===== src/source/soc_config.svh =====
//####################################################################
// Address map and sizing for the peripheral bus.
// Included by the RTL and the testbench wherever fields are decoded.
//####################################################################
`ifndef SOC_CONFIG_SVH
`define SOC_CONFIG_SVH

// Address fields: region nibble, device nibble, 12-bit device window
`define SOC_REGION_MSB 31
`define SOC_REGION_LSB 28
`define SOC_DEV_MSB 15
`define SOC_DEV_LSB 12
`define SOC_OFS_MSB 11

// Only region that maps devices
`define SOC_REGION_DEVICE 4'h2

// Device numbers
`define SOC_DEV_DISPLAY 4'h1
`define SOC_DEV_USB 4'h4
`define SOC_DEV_KBD 4'h5

// Register offsets inside a device window
`define SOC_OFS_USB_VALID 12'h000
`define SOC_OFS_USB_MSW 12'h004
`define SOC_OFS_USB_LSW 12'h008
`define SOC_OFS_KBD_STATUS 12'h000
`define SOC_OFS_KBD_CODE 12'h004

// Keyboard FIFO holds 2**5 = 32 codes
`define SOC_KBD_FIFO_ADDR_LEN 5
`endif


===== src/source/soc_pkg.sv =====
//####################################################################
// Shared types for the peripheral bus design and its testbench.
// Import with a wildcard import in the module header.
//####################################################################
package soc_pkg;

    // APB address and data words
    typedef logic [31:0] addr_t;
    typedef logic [31:0] data_t;

    // Display byte, also used for PS/2 scan codes
    typedef logic [7:0] byte_t;

    // USB HID report as delivered by the host controller
    // upper word at bits 63..32
    typedef logic [63:0] usb_report_t;

    // Decoder phase tracking
    typedef enum logic [1:0] {
        // No transfer seen yet, or the last one completed
        bus_idle,
        // Setup seen, access cycle expected next
        bus_access,
        // Invalid region touched, stays here until reset
        bus_halted
    } bus_state_e;

endpackage


===== src/source/byte_fifo.sv =====
//####################################################################
// Synchronous byte FIFO, 2**ADDR_LEN entries, head held in a register.
// Caller must not enqueue when full or dequeue when empty.
//####################################################################
`timescale 1ns/1ps

module byte_fifo import soc_pkg::*; #(
    parameter int ADDR_LEN = 5
) (
    input  logic  clk,
    input  logic  reset_i,
    input  byte_t d_i,
    input  logic  enq_i,
    output byte_t q_o,
    input  logic  deq_i,
    output logic  full_o,
    output logic  empty_o
);

    localparam int DEPTH = 1 << ADDR_LEN;
    localparam logic [ADDR_LEN:0] FULL_COUNT = (ADDR_LEN + 1)'(DEPTH);

    byte_t               mem [DEPTH];
    byte_t               head_r;
    logic [ADDR_LEN-1:0] rd_ptr;
    logic [ADDR_LEN-1:0] wr_ptr;
    logic [ADDR_LEN-1:0] rd_next;
    logic [ADDR_LEN:0]   count;
    logic [ADDR_LEN:0]   remain;

    assign rd_next = rd_ptr + ADDR_LEN'(deq_i);
    // Entries still stored once this cycle's dequeue is done
    assign remain  = count - {{ADDR_LEN{1'b0}}, deq_i};

    always_ff @(posedge clk) begin
        if (enq_i) begin
            mem[wr_ptr] <= d_i;
        end
    end

    // Next head comes from storage, or straight from d_i when it lands in an empty queue
    always_ff @(posedge clk) begin
        if (remain != '0) begin
            head_r <= mem[rd_next];
        end else if (enq_i) begin
            head_r <= d_i;
        end
    end

    always_ff @(posedge clk) begin
        if (reset_i) begin
            rd_ptr <= '0;
            wr_ptr <= '0;
            count  <= '0;
        end else begin
            if (enq_i) begin
                wr_ptr <= wr_ptr + 1'b1;
            end
            rd_ptr <= rd_next;
            case ({enq_i, deq_i})
                2'b10:   count <= count + 1'b1;
                2'b01:   count <= count - 1'b1;
                default: count <= count;
            endcase
        end
    end

    assign q_o     = head_r;
    assign full_o  = (count == FULL_COUNT);
    assign empty_o = (count == '0);

    // Writer and reader must respect the flags
    assert property (@(posedge clk) disable iff (reset_i) full_o |-> !enq_i)
        else $error("FIFO enqueue while full");
    assert property (@(posedge clk) disable iff (reset_i) empty_o |-> !deq_i)
        else $error("FIFO dequeue while empty");

endmodule


===== src/source/kbd_port.sv =====
//####################################################################
// PS/2 keyboard port: queues received codes, serves pops from the bus.
// Status is not-empty plus a sticky error, cleared only by reset.
//####################################################################
`timescale 1ns/1ps
`include "soc_config.svh"

module kbd_port import soc_pkg::*; (
    input  logic  clk,
    input  logic  reset_i,
    input  byte_t code_i,
    input  logic  strobe_i,
    input  logic  err_i,
    input  logic  pop_i,
    output byte_t code_o,
    output logic  not_empty_o,
    output logic  error_o
);

    byte_t code_in_r;
    logic  enq_req_r;
    logic  deq_r;
    logic  fifo_enq;
    byte_t fifo_q;
    logic  fifo_full;
    logic  fifo_empty;
    byte_t code_r;
    logic  error_r;

    // Full is checked in the push cycle so back-to-back strobes never overflow
    assign fifo_enq = enq_req_r && !fifo_full;

    byte_fifo #(
        .ADDR_LEN (`SOC_KBD_FIFO_ADDR_LEN)
    ) u_fifo (
        .clk     (clk),
        .reset_i (reset_i),
        .d_i     (code_in_r),
        .enq_i   (fifo_enq),
        .q_o     (fifo_q),
        .deq_i   (deq_r),
        .full_o  (fifo_full),
        .empty_o (fifo_empty)
    );

    // Code is only valid alongside its strobe
    always_ff @(posedge clk) begin
        if (strobe_i) begin
            code_in_r <= code_i;
        end
    end

    always_ff @(posedge clk) begin
        if (reset_i) begin
            enq_req_r <= 1'b0;
            deq_r     <= 1'b0;
            code_r    <= '0;
            error_r   <= 1'b0;
        end else begin
            enq_req_r <= strobe_i;
            // Pop on an empty queue does nothing
            deq_r     <= pop_i && !fifo_empty;
            if (deq_r) begin
                code_r <= fifo_q;
            end
            // Receiver error or a dropped code
            if (err_i || (enq_req_r && fifo_full)) begin
                error_r <= 1'b1;
            end
        end
    end

    assign code_o      = code_r;
    assign not_empty_o = !fifo_empty;
    assign error_o     = error_r;

endmodule


===== src/source/apb_decoder.sv =====
//####################################################################
// APB slave decoder with region check and halt, display latch and mux.
// Every transfer completes in its access cycle with no wait states.
//####################################################################
`timescale 1ns/1ps
`include "soc_config.svh"

module apb_decoder import soc_pkg::*; (
    input  logic        clk,
    input  logic        reset_i,

    input  logic        psel_i,
    input  logic        penable_i,
    input  logic        pwrite_i,
    input  addr_t       paddr_i,
    input  data_t       pwdata_i,
    output data_t       prdata_o,
    output logic        pready_o,
    output logic        pslverr_o,

    output byte_t       display_o,
    output logic        halt_o,

    input  usb_report_t usb_report_i,
    input  logic        usb_report_valid_i,

    input  byte_t       kbd_code_i,
    input  logic        kbd_not_empty_i,
    input  logic        kbd_error_i,
    output logic        kbd_pop_o
);

    bus_state_e  state;
    logic        setup;
    logic        access;
    logic        halted;
    logic        region_ok;
    logic [3:0]  dev;
    logic [11:0] ofs;
    logic        dev_write;
    byte_t       display_r;
    data_t       rdata;

    assign setup     = psel_i && !penable_i;
    assign access    = psel_i && penable_i;
    assign halted    = (state == bus_halted);
    assign region_ok = (paddr_i[`SOC_REGION_MSB:`SOC_REGION_LSB] == `SOC_REGION_DEVICE);
    assign dev       = paddr_i[`SOC_DEV_MSB:`SOC_DEV_LSB];
    assign ofs       = paddr_i[`SOC_OFS_MSB:0];

    // No wait states and an error on a bad region or once halted
    assign pready_o  = access;
    assign pslverr_o = access && (halted || !region_ok);
    assign halt_o    = halted;

    // Writes only take effect on a good access
    assign dev_write = access && pwrite_i && region_ok && !halted;
    assign kbd_pop_o = dev_write && (dev == `SOC_DEV_KBD) && (ofs == `SOC_OFS_KBD_STATUS);

    always_ff @(posedge clk) begin
        if (reset_i) begin
            state <= bus_idle;
        end else begin
            case (state)
                bus_idle: begin
                    if (setup) begin
                        state <= bus_access;
                    end
                end
                bus_access: begin
                    // First bad access locks the bus until reset
                    if (access && !region_ok) begin
                        state <= bus_halted;
                    end else begin
                        state <= bus_idle;
                    end
                end
                default: begin
                    state <= bus_halted;
                end
            endcase
        end
    end

    // Display latch takes the low byte at any offset in its window
    always_ff @(posedge clk) begin
        if (reset_i) begin
            display_r <= '0;
        end else if (dev_write && (dev == `SOC_DEV_DISPLAY)) begin
            display_r <= pwdata_i[7:0];
        end
    end

    assign display_o = display_r;

    // Unmapped devices and offsets read zero
    always_comb begin
        rdata = '0;
        if (!pwrite_i && region_ok && !halted) begin
            case (dev)
                `SOC_DEV_DISPLAY: rdata = {24'd0, display_r};
                `SOC_DEV_USB: begin
                    if (ofs == `SOC_OFS_USB_VALID) begin
                        rdata = {31'd0, usb_report_valid_i};
                    end else if (ofs == `SOC_OFS_USB_MSW) begin
                        rdata = usb_report_i[63:32];
                    end else if (ofs == `SOC_OFS_USB_LSW) begin
                        rdata = usb_report_i[31:0];
                    end
                end
                `SOC_DEV_KBD: begin
                    if (ofs == `SOC_OFS_KBD_STATUS) begin
                        rdata = {30'd0, kbd_error_i, kbd_not_empty_i};
                    end else if (ofs == `SOC_OFS_KBD_CODE) begin
                        rdata = {24'd0, kbd_code_i};
                    end
                end
                default: rdata = '0;
            endcase
        end
    end

    assign prdata_o = rdata;

    // Enable only inside a selected transfer
    assert property (@(posedge clk) disable iff (reset_i) penable_i |-> psel_i)
        else $error("APB penable high without psel");

    // Setup is followed by its access with the same address, direction and data
    assert property (@(posedge clk) disable iff (reset_i)
        setup |=> access && $stable(paddr_i) && $stable(pwrite_i) && $stable(pwdata_i))
        else $error("APB transfer changed between setup and access");

endmodule


===== src/source/periph_bus.sv =====
//####################################################################
// Peripheral bus top level: APB slave with display, USB and keyboard.
//####################################################################
`timescale 1ns/1ps

module periph_bus import soc_pkg::*; (
    input  logic        clk,
    input  logic        reset_i,

    // APB slave
    input  logic        psel_i,
    input  logic        penable_i,
    input  logic        pwrite_i,
    input  addr_t       paddr_i,
    input  data_t       pwdata_i,
    output data_t       prdata_o,
    output logic        pready_o,
    output logic        pslverr_o,

    output byte_t       display_o,
    output logic        halt_o,

    // USB report, sampled live on reads
    input  usb_report_t usb_report_i,
    input  logic        usb_report_valid_i,

    // PS/2 keyboard receiver
    input  byte_t       ps2_kbd_code_i,
    input  logic        ps2_kbd_strobe_i,
    input  logic        ps2_kbd_err_i
);

    byte_t kbd_code;
    logic  kbd_not_empty;
    logic  kbd_error;
    logic  kbd_pop;

    apb_decoder u_decoder (
        .clk                (clk),
        .reset_i            (reset_i),
        .psel_i             (psel_i),
        .penable_i          (penable_i),
        .pwrite_i           (pwrite_i),
        .paddr_i            (paddr_i),
        .pwdata_i           (pwdata_i),
        .prdata_o           (prdata_o),
        .pready_o           (pready_o),
        .pslverr_o          (pslverr_o),
        .display_o          (display_o),
        .halt_o             (halt_o),
        .usb_report_i       (usb_report_i),
        .usb_report_valid_i (usb_report_valid_i),
        .kbd_code_i         (kbd_code),
        .kbd_not_empty_i    (kbd_not_empty),
        .kbd_error_i        (kbd_error),
        .kbd_pop_o          (kbd_pop)
    );

    kbd_port u_kbd (
        .clk         (clk),
        .reset_i     (reset_i),
        .code_i      (ps2_kbd_code_i),
        .strobe_i    (ps2_kbd_strobe_i),
        .err_i       (ps2_kbd_err_i),
        .pop_i       (kbd_pop),
        .code_o      (kbd_code),
        .not_empty_o (kbd_not_empty),
        .error_o     (kbd_error)
    );

endmodule


===== config.mk =====
export PLATFORM = sky130hd
export DESIGN_NAME = periph_bus
export DESIGN_NICKNAME = d
export VERILOG_FILES = /design/src/source/soc_pkg.sv /design/src/source/byte_fifo.sv /design/src/source/kbd_port.sv /design/src/source/apb_decoder.sv /design/src/source/periph_bus.sv
export VERILOG_INCLUDE_DIRS = /design/src /design/src/source
export SDC_FILE = /design/constraint.sdc
export NUM_CORES = 1
export LEC_CHECK = 0
export ABC_AREA = 1
export BUFFER_PORTS_ARGS = -buffer_cell sky130_fd_sc_hd__buf_2
export CAP_MARGIN = 30
export CORE_ASPECT_RATIO = 0.8
export CORE_UTILIZATION = 35
export DETAILED_ROUTE_END_ITERATION = 10
export GPL_TIMING_DRIVEN = 0
export PLACE_DENSITY_LB_ADDON = 0.15
export SKIP_CTS_REPAIR_TIMING = 1
export SLEW_MARGIN = 20
export SYNTH_ARGS = -nofsm -noshare
export SYNTH_HDL_FRONTEND = slang
export SYNTH_SLANG_ARGS = --single-unit

===== constraint.sdc =====
create_clock -name clk -period 3.19 [get_ports clk]
set_input_delay 0.4785 -clock clk [delete_from_list [all_inputs] [get_ports clk]]
set_output_delay 0.4785 -clock clk [all_outputs]
set_load 0.03 [all_outputs]

# Word-level counts from Yosys, hierarchy flattened
# Memories as Yosys holds them, arrays and structs flattened.
# Index checks and enable logic that the tools add are counted.
# W data, S select, Z words.
dict set report word_totals {
  ff_bits 53
  ramBits 256
  inputBits 144
  word_cells 73
  n_memories 1
}
# name words word_bits rd rd_ports_with_merged_regs wr line_no
set memory_table {}
lappend memory_table {u_kbd.u_fifo.mem 32 8 1 0 1 byte_fifo.sv:23} ;# byte_t mem [DEPTH];
dict set report op_classes {
  add_sub_neg 5
  n_eq_ne 12
  muxes 15
  reduce_logical 29
}
# cell n
set ops {}
lappend ops {{$mux W32} 5}
lappend ops {{$pmux W32 S3} 1}
lappend ops {{$mux W8} 3}
lappend ops {{$logic_and A1 B1 Y1} 15}
lappend ops {{$eq A12 B3 Y1 const B} 1}
lappend ops {{$eq A12 B4 Y1 const B} 1}
lappend ops {{$logic_not A12 Y1} 1}
lappend ops {{$pmux W6 S2} 1}
lappend ops {{$eq A4 B3 Y1 const B} 2}
lappend ops {{$add A6 B1 Y6 const B} 1}
lappend ops {{$eq A6 B6 Y1 const B} 1}
lappend ops {{$logic_not A1 Y1} 6}
lappend ops {{$logic_not A6 Y1} 1}
lappend ops {{$reduce_bool A6 Y1} 1}
lappend ops {{$sub A6 B1 Y6} 1}
lappend ops {{$sub A6 B1 Y6 const B} 1}
lappend ops {{$add A5 B1 Y5} 1}
lappend ops {{$add A5 B1 Y5 const B} 1}
lappend ops {{$eq A2 B1 Y1 const B} 2}
lappend ops {{$eq A2 B2 Y1 const B} 2}
lappend ops {{$eq A4 B1 Y1 const B} 1}
lappend ops {{$eq A4 B2 Y1 const B} 1}
lappend ops {{$mux W2} 2}
lappend ops {{$pmux W2 S2} 1}
lappend ops {{5 further kinds} 8}

# Longest topological paths before layout
# Gate-level depths: netlist of run 1.
dict set report depth {
  word_depth 7
  depth_mapped 17
  mapped_depth_nobuf 17
}

# By module
# A second synthesis of run 1 with hierarchy kept.
dict set report hier_totals {
  cells_unflattened 1536
  area_unflattened_um2 14391.3
}
# module n_inst cells_each area_per_inst_um2 seq_area_each_um2
set by_module_without_submodules {}
lappend by_module_without_submodules {byte_fifo 1 1195 12147.9 8247.9}
lappend by_module_without_submodules {apb_decoder 1 269 1562.7 200.2}
lappend by_module_without_submodules {kbd_port 1 72 680.7 460.4}

# Least setup slack after synthesis of run 1
# Ideal clock, no wire load.
dict set report synth_timing {
  path_kind {input-to-output}
  start {input paddr_i[0]}
  end {output prdata_o[30]}
  arrival_ns 1.946
  setup_slack_ns 0.766
  cell_stages 7
  cell_sequence {inv_1 -> nand4_1 -> inv_2 -> nand2_1 -> clkbuf_1 -> nor2_1 -> a211oi_1}
}
dict set report synth_via {
  elab_chain_cells 6
  elab_cells_between_ends 8
  cone_classes {eq/ne: 2; mux: 5; reduce/logical: 1}
}
# element line_no
set synth_rtl {}
lappend synth_rtl {{from (decl)} periph_bus.sv:14} ;# input addr_t paddr_i,
lappend synth_rtl {{$eq A12 B4 Y1 (no line)} -}
lappend synth_rtl {{$mux W32} apb_decoder.sv:107} ;# end else if (ofs == `SOC_OFS_USB_LSW) begin
lappend synth_rtl {{$mux W32} apb_decoder.sv:105} ;# end else if (ofs == `SOC_OFS_USB_MSW) begin
lappend synth_rtl {{$mux W32 *} apb_decoder.sv:103} ;# if (ofs == `SOC_OFS_USB_VALID) begin
lappend synth_rtl {{$pmux W32 S3 *} apb_decoder.sv:100} ;# case (dev)
lappend synth_rtl {{$mux W32 *} apb_decoder.sv:99} ;# if (!pwrite_i && region_ok && !halted) begin
lappend synth_rtl {{to (decl)} periph_bus.sv:16} ;# output data_t prdata_o,
# Every way passes the cells marked *; elsewhere a longest branch is shown, timed or not.

# Final worst setup path of run 1
dict set report layout_timing {
  start {register u_kbd.deq_r}
  end {register u_kbd.u_fifo.head_r[3], in the netlist u_kbd.u_fifo.q_o[3] (data pin)}
}
dict set report layout_via {
  elab_chain_cells 3
  elab_cells_between_ends 5
  cone_classes {add/sub: 2; mux: 1; reduce/logical: 1; memory: 1}
}
# element line_no
set layout_rtl {}
lappend layout_rtl {{from (decl)} kbd_port.sv:22} ;# logic deq_r;
lappend layout_rtl {{from (signal assigned)} kbd_port.sv:62} ;# deq_r <= pop_i && !fifo_empty;
lappend layout_rtl {{$add A5 B1 Y5} byte_fifo.sv:31} ;# assign rd_next = rd_ptr + ADDR_LEN'(deq_i);
lappend layout_rtl {{net u_kbd.u_fifo.rd_next[1]} byte_fifo.sv:27} ;# logic [ADDR_LEN-1:0] rd_next;
lappend layout_rtl {{$mem_v2 Z32 W8} -}
lappend layout_rtl {{$mux W8} byte_fifo.sv:43} ;# if (remain != '0) begin
lappend layout_rtl {{to (signal assigned)} byte_fifo.sv:44} ;# head_r <= mem[rd_next];
lappend layout_rtl {{to (signal assigned)} byte_fifo.sv:46} ;# head_r <= d_i;
lappend layout_rtl {{to (decl)} byte_fifo.sv:24} ;# byte_t head_r;
# The timed path passes the listed nets, and every way through them passes these cells.
# A chain may end at the register's enable or synchronous reset.

==> PnR_summary.wiki, run 1 <==
{| class="wikitable"
! Metric !! Value
|-
| Maximum clock frequency || 0.3304 GHz
|-
| Multi-input gate area || 0.004039 mm2
|-
| Buffers on Ports || 150
|-
| Power per unit of standard cell area || 555.9 mW/mm2
|-
| Adder-cell share of the synthesized area || 0.009318
|-
| Worst hold-check path type || primary input to flop
|-
| Via count of the first global-routing pass || 9,815
|-
| I/O pin count || 187
|-
| Placement Rows || 63
|-
| Hold violation count in the final report || 0
|-
| Dominant register cell in the synthesized netlist || edfxtp_1
|-
| CTS Buf Count || 35
|-
| Top cells by count, synth || 322 x nor2_1, 272 x edfxtp_1, 162 x nand2_1, 149 x nand3_1, 145 x o21ai_0
|-
| Initial antenna violation count || 0
|-
| Largest net degree at the start of global routing || 20
|-
| Cell with the most instances after synthesis || nor2_1
|-
| Number of distinct library cell variants in the gate-level netlist after synthesis || 37
|-
| Final antenna-violating net count || 0
|-
| Outcome || complete, no violations
|-
| Total detailed-routing wirelength || 39.92 mm
|-
| Proportion of synthesized chip area in sequential cells || 0.6634
|-
| DRC violation total after the first TritonRoute iteration || 832
|-
| Synth-to-layout area growth || 20.66%
|-
| Worst setup EP type || flop
|-
| Number of failing setup endpoints in the final timing report || 0
|-
| Xor-xnor portion of the synthesized cell area || 0.005591
|-
| Vertical extent of the die || 177.2 um
|-
| Cell leakage power || 6.076 nW
|-
| Remaining global-route overflow || 0
|-
| Number of optimization iterations in the first detailed-route pass || 5
|-
| Fin crit period || 3.026 ns
|-
| Die width || 221.0 um
|-
| Arrival time at the worst endpoint || 3.31 ns
|-
| Total number of yosys warnings || 0
|-
| Post-DP HPWL || 29.15 mm
|-
| Crit path launch type || flop
|-
| Fraction of the cycle the final worst path needs || 0.9487
|-
| Net count of the finished layout || 1,668
|-
| Number of register bits inferred by synthesis || 309
|-
| Compound-Gate Fraction of Synth Area || 0.08293
|-
| Total vias in the final route || 10,330
|-
| Unrepaired setup endpoints after global routing || false
|-
| Count of max-cap constraint violations || 0
|-
| Avg Vias per Cell || 5.096
|-
| Worst-case clock buffer depth || 3
|-
| Full die area || 0.03916 mm2
|-
| Number of filler cells placed in the layout || 3,610
|-
| Biggest area consumer among synthesized cells || edfxtp_1
|-
| Clk Tree Root Cell || clkbuf_16
|-
| Routed wirelength normalized by instance count || 19.69 um
|-
| Worst voltage drop across the vdd grid || 421.2 uV
|-
| Number of max-slew violations in the final report || 0
|-
| Global-route wire length before repair || 59.42 mm
|-
| CTS tree || done
|-
| Number of antenna diodes || 0
|-
| Proportion of register bits with asynchronous set or reset after synthesis || 0
|-
| Clk sinks || 309
|-
| Mux share of post-synthesis cell area || 0
|-
| Instance count of the mapped netlist || 1,312
|-
| Cells taking the most area after synthesis || edfxtp_1 61%, nor2_1 9.0%, nand3_1 5.6%
|-
| CORE AREA || 0.03744 mm2
|-
| Setup_tns || 0 ns
|-
| Top fanout value on the critical path || 13
|-
| Portion of synthesized cell area occupied by the leading cell type || 0.6083
|-
| Post-synthesis area per instance || 10.23 um2
|-
| Effective utilization at floorplan || 0.3586
|-
| Worst-Skew Late Latency || 0.53 ns
|-
| Number of enable-type register cells in the synthesized netlist || 272
|-
| Power Total || 9.006 mW
|-
| FF+latch area || 0.008910 mm2
|-
| Mapped cell area || 0.01343 mm2
|-
| Total DRC errors in the routed layout || 0
|-
| Fraction of final layout cells sized beyond drive strength 1 || 0.1766
|-
| Largest family of logic cells by synthesized area || simple AND/OR/NAND/NOR gates
|-
| Clock-pin slew on the worst setup and hold paths || 0.06 ns
|-
| Worst slew margin || 0.4273
|-
| Worst Setup Path Type || flop to flop
|-
| Layout Skew || 0.02076 ns
|-
| Share of the core filled with cells || 0.4327
|-
| Final weighted congestion of routability-driven global placement || 0.9028
|-
| Actual transition at the worst max-transition pin || 0.8559 ns
|-
| Simple logic cell fraction of the synthesized area || 0.2028
|-
| H-tree levels || 2
|-
| Critical path required time || 3.47 ns
|-
| Overall routing resource usage || 0.2040
|-
| Synthesized Nets || 1,466
|}
==> cells by family (layout without fill, tap and decap cells) <==
| family | count (synthesis) | after routing |
|---|---|---|
| xor gates and xnor gates | 6 | 6 |
| AOI/OAI and AO/OA | 218 | 218 |
| DFF | 309 | 309 |
| and+or+nand+nor | 654 | 654 |
| adders and majority gates | 10 | 10 |
| buffers and inverters | 115 | 343 |
==> per-layer routing <==
layer | wire (um) | GRT usage
met1 | 18740 | 0.2952
met2 | 17550 | 0.3133
met3 | 2985 | 0.04084
met4 | 646 | 0.05012
met5 | 0 | 0
==> where the power goes <==
group          total [mW]  leakage (nW)  switching [mW]  internal [mW]
combinational       0.351          2.74           0.223          0.128
clock                4.14         0.572            1.62           2.52
sequential           4.52          2.76          0.0415           4.48
==> cell usage in the layout (no fill, tap or decap), types with 18 or more instances in the layout <==
cell / netlist / final
o21ai_1: 18 / 18
nand2_1: 162 / 162
dfxtp_1: 37 / 36
clkbuf_1: 25 / 30
a21oi_1: 46 / 46
nor2_1: 322 / 322
nand3_1: 149 / 149
o21ai_0: 145 / 145
inv_1: 39 / 39
clkbuf_16: 0 / 37
edfxtp_1: 272 / 272
buf_2: 31 / 181
==> final timing paths <==
check / endpoint / startpoint / depth (start not counted) / slack (ns)
setup / recovery: u_kbd.u_fifo.q_o[3] / u_kbd.deq_r / 12 / 0.16
setup reg to reg: u_kbd.u_fifo.q_o[3] / u_kbd.deq_r / 12 / 0.16
hold reg to reg: u_decoder.state[0] / u_decoder.state[1] / 1 / 0.41
hold / removal: u_kbd.code_in_r[1] / ps2_kbd_code_i[1] / 1 / 0.12
==> state kept, by name, summed over array words and instances (netlist names) <==
register,cells
u_decoder.display_o,8
u_decoder.state,2
u_kbd.code_in_r,8
u_kbd.code_o,8
u_kbd.deq_r,1
u_kbd.enq_req_r,1
u_kbd.error_o,1
u_kbd.u_fifo.count,6
u_kbd.u_fifo.mem,256
u_kbd.u_fifo.q_o,8
u_kbd.u_fifo.rd_ptr,5
u_kbd.u_fifo.wr_ptr,5
==> layout make-up <==
type | instances | area share
well taps | 487 | 0.03761
repair buffers | 165 | 0.06078
inverters | 51 | 0.01189
plain buffers | 64 | 0.01799
flip-flops and latches | 309 | 0.5499
clock inverters | 21 | 0.01421
clock buffers | 42 | 0.05831
multi-input cells | 888 | 0.2493
==> through the flow <==
step / cells / setup WS (ns) / hold WS (ns) / instance area [um2]
2_1_floorplan: 1312 / 0.7658 / 0.3961 / 13430
3_3_place_gp: 1949 / 0.06214 / 0.4008 / 14790
3_5_place_dp: 1964 / 0.03346 / 0.4099 / 15020
4_1_cts: 2027 / 0.01334 / 0.1045 / 16200
5_1_grt: 2027 / 0.004871 / 0.1099 / 16200
6_report: 2027 / 0.1638 / 0.1230 / 16200
==> worst max-delay path, cell delays in order (launching register included) <==
cell      delay [ns]
dfxtp_2         0.50
ha_1            0.23
ha_1            0.23
buf_2           0.23
inv_2           0.10
clkbuf_1        0.52
nor2_1          0.10
o21ai_0         0.12
nand3_1         0.22
nand3_1         0.20
nand3_1         0.14
nand3_1         0.13
nand2_1         0.06
Power figures use the tool's default switching activity.
==> inputs of run 2 (changes only) <==
Settings changed: CTS_BUF_LIST set to sky130_fd_sc_hd__clkbuf_8.
==> run 2 against run 1 <==
Final cell count is 1.4% higher; maximum frequency is 3.5% higher; global-route usage hardly changed; first-iteration DRC count is 7.3% lower; routed wire length is 0.39% higher; combinational power hardly changed; register-to-register slack better by 0.10 ns; clock power is 15% lower; sequential power hardly changed.
==> PnR_summary.wiki, run 2 (synthesis results as in run 1) <==
{| class="wikitable"
! Metric !! Value
|-
| Total DRC errors in the routed layout || 0 (unchanged)
|-
| Actual transition at the worst max-transition pin || 0.8059 ns (was 0.8559 ns)
|-
| CTS Buf Count || 50 (was 35)
|-
| Register name with the most flops || u_kbd.u_fifo.mem (unchanged)
|-
| Routed wirelength normalized by instance count || 19.49 um (was 19.69 um)
|-
| Final weighted congestion of routability-driven global placement || 0.9028 (unchanged)
|-
| Buffers on Ports || 150 (unchanged)
|-
| Hold violation count in the final report || 0 (unchanged)
|-
| Vertical extent of the die || 177.2 um (unchanged)
|-
| Number of max-slew violations in the final report || 0 (unchanged)
|-
| Number of flip-flops in the largest register || 256 (unchanged)
|-
| Fraction of final layout cells sized beyond drive strength 1 || 0.1867 (was 0.1766)
|-
| Worst stage delay on the critical path || 0.40 ns (was 0.52 ns)
|-
| Fraction of the cycle the final worst path needs || 0.9169 (was 0.9487)
|-
| Worst Setup Path Type || flop to flop (unchanged)
|-
| Setup_tns || 0 ns (unchanged)
|-
| Number of failing setup endpoints in the final timing report || 0 (unchanged)
|-
| Unrepaired setup endpoints after global routing || false (unchanged)
|-
| Total vias in the final route || 10,330 (about the same)
|-
| Grt met1 use || 0.2946 (was 0.2952)
|-
| Commonest cells after routing, fill and taps aside || 322 x nor2_1, 272 x edfxtp_1, 180 x buf_2, 162 x nand2_1, 149 x nand3_1 (was 322 x nor2_1, 272 x edfxtp_1, 181 x buf_2, 162 x nand2_1, 149 x nand3_1)
|-
| Clock-pin slew on the worst setup and hold paths || 0.06 ns (about the same)
|-
| Worst hold-check path type || primary input to flop (unchanged)
|-
| Worst voltage drop across the vdd grid || 383.5 uV (was 421.2 uV)
|-
| Number of optimization iterations in the first detailed-route pass || 5 (unchanged)
|-
| Cell leakage power || 6.093 nW (was 6.076 nW)
|-
| Ordered cell list for the critical path || ha_1 > ha_1 > buf_2 > inv_2 > buf_2 > clkbuf_4 > nor2_1 > o21ai_0 > nand3_1 > nand3_1 > nand3_1 > nand3_1 > nand2_1 (was ha_1 > ha_1 > buf_2 > inv_2 > clkbuf_1 > nor2_1 > o21ai_0 > nand3_1 > nand3_1 > nand3_1 > nand3_1 > nand2_1)
|-
| Worst-Skew Late Latency || 0.60 ns (was 0.53 ns)
|-
| CP bufs+invs || 4 (was 3)
|-
| Net count of the finished layout || 1,683 (was 1,668)
|-
| Via count of the first global-routing pass || 9,874 (was 9,815)
|-
| First element of the critical path || u_kbd.deq_r (unchanged)
|-
| Worst-case clock buffer depth || 3 (unchanged)
|-
| I/O pin count || 187 (unchanged)
|-
| Global-route wire length before repair || 59.55 mm (was 59.42 mm)
|-
| Cell depth of the worst setup path || 13 (was 12)
|-
| Layout Skew || 0.02515 ns (was 0.02076 ns)
|-
| Initial antenna violation count || 0 (unchanged)
|-
| Overall routing resource usage || 0.2045 (was 0.2040)
|-
| Termination of the worst setup path || u_kbd.u_fifo.q_o[2] (was u_kbd.u_fifo.q_o[3])
|-
| Commonest non-fill, non-tap cell in the layout || nor2_1 (unchanged)
|-
| Startpoint of the worst-slack reg-to-reg timing path || u_kbd.deq_r (unchanged)
|-
| Maximum clock frequency || 0.3419 GHz (was 0.3304 GHz)
|-
| Die width || 221.0 um (unchanged)
|-
| Effective utilization at floorplan || 0.3586 (unchanged)
|-
| Met2 Track Usage GR || 0.3114 (was 0.3133)
|-
| Worst slew margin || 0.4608 (was 0.4273)
|-
| Final antenna-violating net count || 0 (unchanged)
|-
| Number of antenna diodes || 0 (unchanged)
|-
| Full die area || 0.03916 mm2 (unchanged)
|-
| Post-DP HPWL || 29.15 mm (unchanged)
|-
| Crit path launch type || flop (unchanged)
|-
| Critical Path Slowest Stage Cell || dfxtp_4 (was clkbuf_1)
|-
| Largest net degree at the start of global routing || 20 (unchanged)
|-
| Met3 Track Usage GR || 0.04299 (was 0.04084)
|-
| Number of filler cells placed in the layout || 3,656 (was 3,610)
|-
| Slack of the worst reg-to-reg path || 0.26 ns (was 0.16 ns)
|-
| Top fanout value on the critical path || 13 (unchanged)
|-
| H-tree levels || 2 (unchanged)
|-
| Total detailed-routing wirelength || 40.07 mm (was 39.92 mm)
|-
| Count of max-cap constraint violations || 0 (unchanged)
|-
| R2r worst-path depth || 13 (was 12)
|-
| Critical path required time || 3.54 ns (was 3.47 ns)
|-
| CTS tree || done (unchanged)
|-
| Cell repeated most along the worst path || nand3_1 (unchanged)
|-
| Busiest grt layer || met2 (unchanged)
|-
| Power per unit of standard cell area || 521.1 mW/mm2 (was 555.9 mW/mm2)
|-
| Power Total || 8.367 mW (was 9.006 mW)
|-
| Arrival time at the worst endpoint || 3.27 ns (was 3.31 ns)
|-
| Fin crit period || 2.925 ns (was 3.026 ns)
|-
| Terminus of the critical flop-to-flop path || u_kbd.u_fifo.q_o[2] (was u_kbd.u_fifo.q_o[3])
|-
| Cell family contributing the most delay on the critical path || buffers and inverters (unchanged)
|-
| Avg Vias per Cell || 5.026 (was 5.096)
|-
| Placement Rows || 63 (unchanged)
|-
| Remaining global-route overflow || 0 (unchanged)
|-
| Clk Tree Root Cell || clkbuf_8 (was clkbuf_16)
|-
| CORE AREA || 0.03744 mm2 (unchanged)
|-
| Outcome || complete, no violations (unchanged)
|-
| Worst setup EP type || flop (unchanged)
|-
| Clk sinks || 309 (unchanged)
|-
| DRC violation total after the first TritonRoute iteration || 771 (was 832)
|-
| Synth-to-layout area growth || 19.56% (was 20.66%)
|}
## run 2: through the flow
| step | setup WS, ns | utilization | instances | hold slack [ns] | instance area [um2] |
|---|---|---|---|---|---|
| 2_1_floorplan | 0.7658 | - | 1312 | 0.3961 | 13430 |
| 6_report | 0.2649 | 0.4288 | 2056 | 0.07347 | 16050 |
| 5_1_grt | 0.06798 | 0.4288 | 2056 | 0.04060 | 16050 |
| 3_5_place_dp | 0.03346 | 0.4012 | 1964 | 0.4099 | 15020 |
| 3_3_place_gp | 0.06214 | 0.3950 | 1949 | 0.4008 | 14790 |
| 4_1_cts | 0.008957 | 0.4285 | 2056 | 0.03581 | 16040 |
## run 2: how the worst min path moves through the flow
stage                       start            endpoint  slack, ns  depth (start not counted)
2_1_floorplan  u_decoder.state[1]  u_decoder.state[0]       0.40                          1
3_3_place_gp   u_decoder.state[1]  u_decoder.state[0]       0.40                          1
3_5_place_dp   u_decoder.state[1]  u_decoder.state[0]       0.41                          1
4_1_cts         ps2_kbd_code_i[6]  u_kbd.code_in_r[6]       0.04                          1
5_1_grt         ps2_kbd_code_i[4]  u_kbd.code_in_r[4]       0.04                          1
6_report        ps2_kbd_code_i[0]  u_kbd.code_in_r[0]       0.07                          1
## run 2: where the power goes
part	switching, mW	total, mW	leakage [nW]	internal [mW]
clock	1.61	3.50	0.586	1.89
sequential	0.0420	4.52	2.76	4.48
combinational	0.223	0.351	2.74	0.128
total	1.87	8.37	6.09	6.49
## run 2: cell type report
type	instances	area, um2	area share
Clock buffer	61	839.6	0.05230
Sequential cell	309	8912	0.5551
Clock inverter	31	182.7	0.01138
Inverter	51	192.7	0.01200
Multi-Input combinational cell	888	4039	0.2516
Timing Repair Buffer	165	984.7	0.06134
Buffer	64	294.0	0.01832
Tap cell	487	609.3	0.03796
## run 2: layer usage
metal  routed length, um  part of all wire
met3                3020             0.075
met1               18900              0.47
met2               17390              0.43
met5                   0                 0
met4                 760             0.019
==> inputs of run 3 (changes only) <==
Settings changed: SYNTH_HIERARCHICAL set to 1.
==> run 3 against run 2 <==
Sequential cell count is the same; global-route usage shrank 1.3 points; routed wire length rose by 0.29%; largest power group unchanged.
==> PnR_summary.wiki, run 3 <==
{| class="wikitable"
! Metric !! Value
|-
| Final antenna-violating net count || 0 (unchanged)
|-
| Cell repeated most along the worst path || nand3_1 (unchanged)
|-
| Post-synthesis area per instance || 9.369 um2 (was 10.23 um2)
|-
| Mapped cell area || 0.01439 mm2 (was 0.01343 mm2)
|-
| Worst-Skew Late Latency || 0.62 ns (was 0.60 ns)
|-
| Worst Setup Path Type || flop to flop (unchanged)
|-
| Number of optimization iterations in the first detailed-route pass || 7 (was 5)
|-
| Hold violation count in the final report || 0 (unchanged)
|-
| Post-DP HPWL || 29.37 mm (was 29.15 mm)
|-
| Global-route wire length before repair || 61.12 mm (was 59.55 mm)
|-
| Arrival time at the worst endpoint || 3.15 ns (was 3.27 ns)
|-
| Clk sinks || 309 (unchanged)
|-
| Grt met1 use || 0.2842 (was 0.2946)
|-
| Top cells by count, synth || 517 x nand2_1, 272 x edfxtp_1, 247 x nand3_1, 159 x inv_1, 99 x nor2_1 (was 322 x nor2_1, 272 x edfxtp_1, 162 x nand2_1, 149 x nand3_1, 145 x o21ai_0)
|-
| Power Internal || 6.407 mW (was 6.494 mW)
|-
| Number of antenna diodes || 0 (unchanged)
|-
| Slack of the worst reg-to-reg path || 0.38 ns (was 0.26 ns)
|-
| Cells taking the most area after synthesis || edfxtp_1 57%, nand2_1 13%, nand3_1 8.6% (was edfxtp_1 61%, nor2_1 9.0%, nand3_1 5.6%)
|-
| Worst voltage drop across the vdd grid || 372.7 uV (was 383.5 uV)
|-
| Power Total || 8.291 mW (was 8.367 mW)
|-
| Buffers on Ports || 150 (unchanged)
|-
| Power per unit of standard cell area || 486.7 mW/mm2 (was 521.1 mW/mm2)
|-
| Effective utilization at floorplan || 0.3542 (was 0.3586)
|-
| Actual transition at the worst max-transition pin || 0.9268 ns (was 0.8059 ns)
|-
| Proportion of register bits with asynchronous set or reset after synthesis || 0 (unchanged)
|-
| CORE AREA || 0.04063 mm2 (was 0.03744 mm2)
|-
| Top fanout value on the critical path || 10 (was 13)
|-
| Count of max-cap constraint violations || 0 (unchanged)
|-
| Biggest area consumer among synthesized cells || edfxtp_1 (unchanged)
|-
| Initial antenna violation count || 0 (unchanged)
|-
| Number of distinct library cell variants in the gate-level netlist after synthesis || 37 (unchanged)
|-
| Number of register bits inferred by synthesis || 309 (unchanged)
|-
| Number of max-slew violations in the final report || 0 (unchanged)
|-
| Maximum clock frequency || 0.3556 GHz (was 0.3419 GHz)
|-
| Met3 Track Usage GR || 0.03747 (was 0.04299)
|-
| Final weighted congestion of routability-driven global placement || 0.9824 (was 0.9028)
|-
| Busiest grt layer || met2 (unchanged)
|-
| CTS tree || done (unchanged)
|-
| Critical Path Slowest Stage Cell || clkbuf_1 (was dfxtp_4)
|-
| Commonest non-fill, non-tap cell in the layout || nand2_1 (was nor2_1)
|-
| Placement Rows || 66 (was 63)
|-
| Number of filler cells placed in the layout || 4,060 (was 3,656)
|-
| H-tree levels || 2 (unchanged)
|-
| Via count of the first global-routing pass || 10,430 (was 9,874)
|-
| Outcome || complete, no violations (unchanged)
|-
| Clock-pin slew on the worst setup and hold paths || 0.06 ns (about the same)
|-
| Fraction of the cycle the final worst path needs || 0.8815 (was 0.9169)
|-
| Die width || 228.7 um (was 221.0 um)
|-
| Crit path launch type || flop (unchanged)
|-
| Layout Skew || 0.05404 ns (was 0.02515 ns)
|-
| Met2 Track Usage GR || 0.2867 (was 0.3114)
|-
| Total number of yosys warnings || 6 (was 0)
|-
| Number of failing setup endpoints in the final timing report || 0 (unchanged)
|-
| Total vias in the final route || 11,190 (was 10,330)
|-
| Worst hold-check path type || primary input to flop (unchanged)
|-
| Commonest cells after routing, fill and taps aside || 517 x nand2_1, 272 x edfxtp_1, 247 x nand3_1, 191 x buf_2, 170 x inv_1 (was 322 x nor2_1, 272 x edfxtp_1, 180 x buf_2, 162 x nand2_1, 149 x nand3_1)
|-
| Share of total power in the clock network || 0.406 (was 0.418)
|-
| Routed wirelength normalized by instance count || 17.23 um (was 19.49 um)
|-
| Portion of synthesized cell area occupied by the leading cell type || 0.5676 (was 0.6083)
|-
| Worst stage delay on the critical path || 0.54 ns (was 0.40 ns)
|-
| Synth-to-layout area growth || 18.37% (was 19.56%)
|-
| Combinational group share of total power || 0.047 (was 0.042)
|-
| I/O pin count || 187 (unchanged)
|-
| Clk Tree Root Cell || clkbuf_8 (unchanged)
|-
| Number of flip-flops in the largest register || 256 (unchanged)
|-
| Remaining global-route overflow || 0 (unchanged)
|-
| Register name with the most flops || u_kbd/u_fifo/mem (was u_kbd.u_fifo.mem)
|-
| Critical path required time || 3.53 ns (was 3.54 ns)
|-
| Switching power summed over all nets || 1.884 mW (was 1.872 mW)
|-
| Worst setup EP type || flop (unchanged)
|-
| Ordered cell list for the critical path || ha_1 > ha_1 > inv_2 > clkbuf_1 > nor2_1 > o21ai_0 > nand3_1 > nand3_1 > nand3_1 > nand3_1 > nand2_1 (was ha_1 > ha_1 > buf_2 > inv_2 > buf_2 > clkbuf_4 > nor2_1 > o21ai_0 > nand3_1 > nand3_1 > nand3_1 > nand3_1 > nand2_1)
|-
| Worst-case clock buffer depth || 3 (unchanged)
|-
| Synthesized Nets || 1,690 (was 1,466)
|-
| Overall routing resource usage || 0.1918 (was 0.2045)
|-
| DRC violation total after the first TritonRoute iteration || 843 (was 771)
|-
| Setup_tns || 0 ns (unchanged)
|-
| Unrepaired setup endpoints after global routing || false (unchanged)
|-
| Proportion of synthesized chip area in sequential cells || 0.6190 (was 0.6634)
|-
| Part of the total power dissipated in sequential elements || 0.547 (was 0.540)
|-
| Full die area || 0.04194 mm2 (was 0.03916 mm2)
|-
| Total detailed-routing wirelength || 40.19 mm (was 40.07 mm)
|-
| CTS Buf Count || 52 (was 50)
|-
| Dominant register cell in the synthesized netlist || edfxtp_1 (unchanged)
|-
| Net count of the finished layout || 1,907 (was 1,683)
|-
| Instance count of the mapped netlist || 1,536 (was 1,312)
|-
| Avg Vias per Cell || 4.798 (was 5.026)
|-
| Vertical extent of the die || 183.4 um (was 177.2 um)
|-
| Largest net degree at the start of global routing || 20 (unchanged)
|-
| Worst slew margin || 0.3799 (was 0.4608)
|-
| Fraction of final layout cells sized beyond drive strength 1 || 0.1822 (was 0.1867)
|-
| Total DRC errors in the routed layout || 0 (unchanged)
|-
| Switching portion of total power || 0.2272 (was 0.2238)
|-
| Cell with the most instances after synthesis || nand2_1 (was nor2_1)
|-
| Cell leakage power || 7.183 nW (was 6.093 nW)
|-
| Fin crit period || 2.812 ns (was 2.925 ns)
|-
| Number of enable-type register cells in the synthesized netlist || 272 (unchanged)
|}
==> run 3: cells by family after synthesis <==
group           after synthesis  share of synthesized area
compound gates               72                    0.03043
xor+xnor                      9                   0.005999
fa+ha+maj                    10                   0.008694
buf+inv                     237                    0.07190
flops                       309                     0.6190
simple gates                899                     0.2640
==> run 3: critical path: cells and delay by family (launching register included) <==
family / cells / cell delay (ns)
buf+inv: 2 / 0.79
compound gates: 1 / 0.10
fa+ha+maj: 2 / 0.50
flops: 1 / 0.46
simple gates: 6 / 0.71
==> run 3: metrics by stage <==
stage | instances | hold WS, ns | util | instance area [um2] | worst slack, ns
3_5_place_dp | 2243 | 0.4683 | 0.3952 | 16060 | 0.2883
5_1_grt | 2333 | 0.004673 | 0.4193 | 17040 | 0.06272
2_1_floorplan | 1536 | 0.4303 | - | 14390 | 0.6689
6_report | 2333 | 0.04050 | 0.4193 | 17040 | 0.3780
4_1_cts | 2333 | 0.004204 | 0.4192 | 17030 | 0.2668
3_3_place_gp | 2230 | 0.4655 | 0.3894 | 15820 | 0.3164
==> run 3: final cells by class <==
class	instances	area (um2)	share of cell area
tap	544	680.7	0.03996
multi-input combinational	990	4451	0.2613
buffer	73	419.2	0.02461
inverter	164	615.6	0.03614
clock inverter	34	206.4	0.01212
sequential	309	8909	0.5230
timing repair buffer	163	983.4	0.05773
clock buffer	56	770.7	0.04524
==> run 3: layer usage <==
metal	vias up	routed length, um
li1	5514	-
met1	5261	19110
met2	361	17220
met3	57	3165
met4	0	690
met5	-	0
==> run 3: power by group through the flow <==
stage / Combinational [mW] / Sequential (mW) / Clock, mW
3_5_place_dp: 0.389 / 4.62 / 0
3_3_place_gp: 0.261 / 4.70 / 0
6_report: 0.386 / 4.54 / 3.37
5_1_grt: 0.430 / 4.54 / 3.64
2_1_floorplan: 0.146 / 4.63 / 0
4_1_cts: 0.390 / 4.54 / 3.46
==> run 3: path summary, 6_finish.rpt <==
path,end,cells past startpoint,startpoint
worst max register to register,u_kbd/u_fifo/q_o[2],11,u_kbd/deq_r
worst min-delay path,u_kbd/code_in_r[4],1,ps2_kbd_code_i[4]
worst max-delay path,u_kbd/u_fifo/q_o[2],11,u_kbd/deq_r
worst min register to register,u_decoder/state[1],2,u_decoder/state[1]
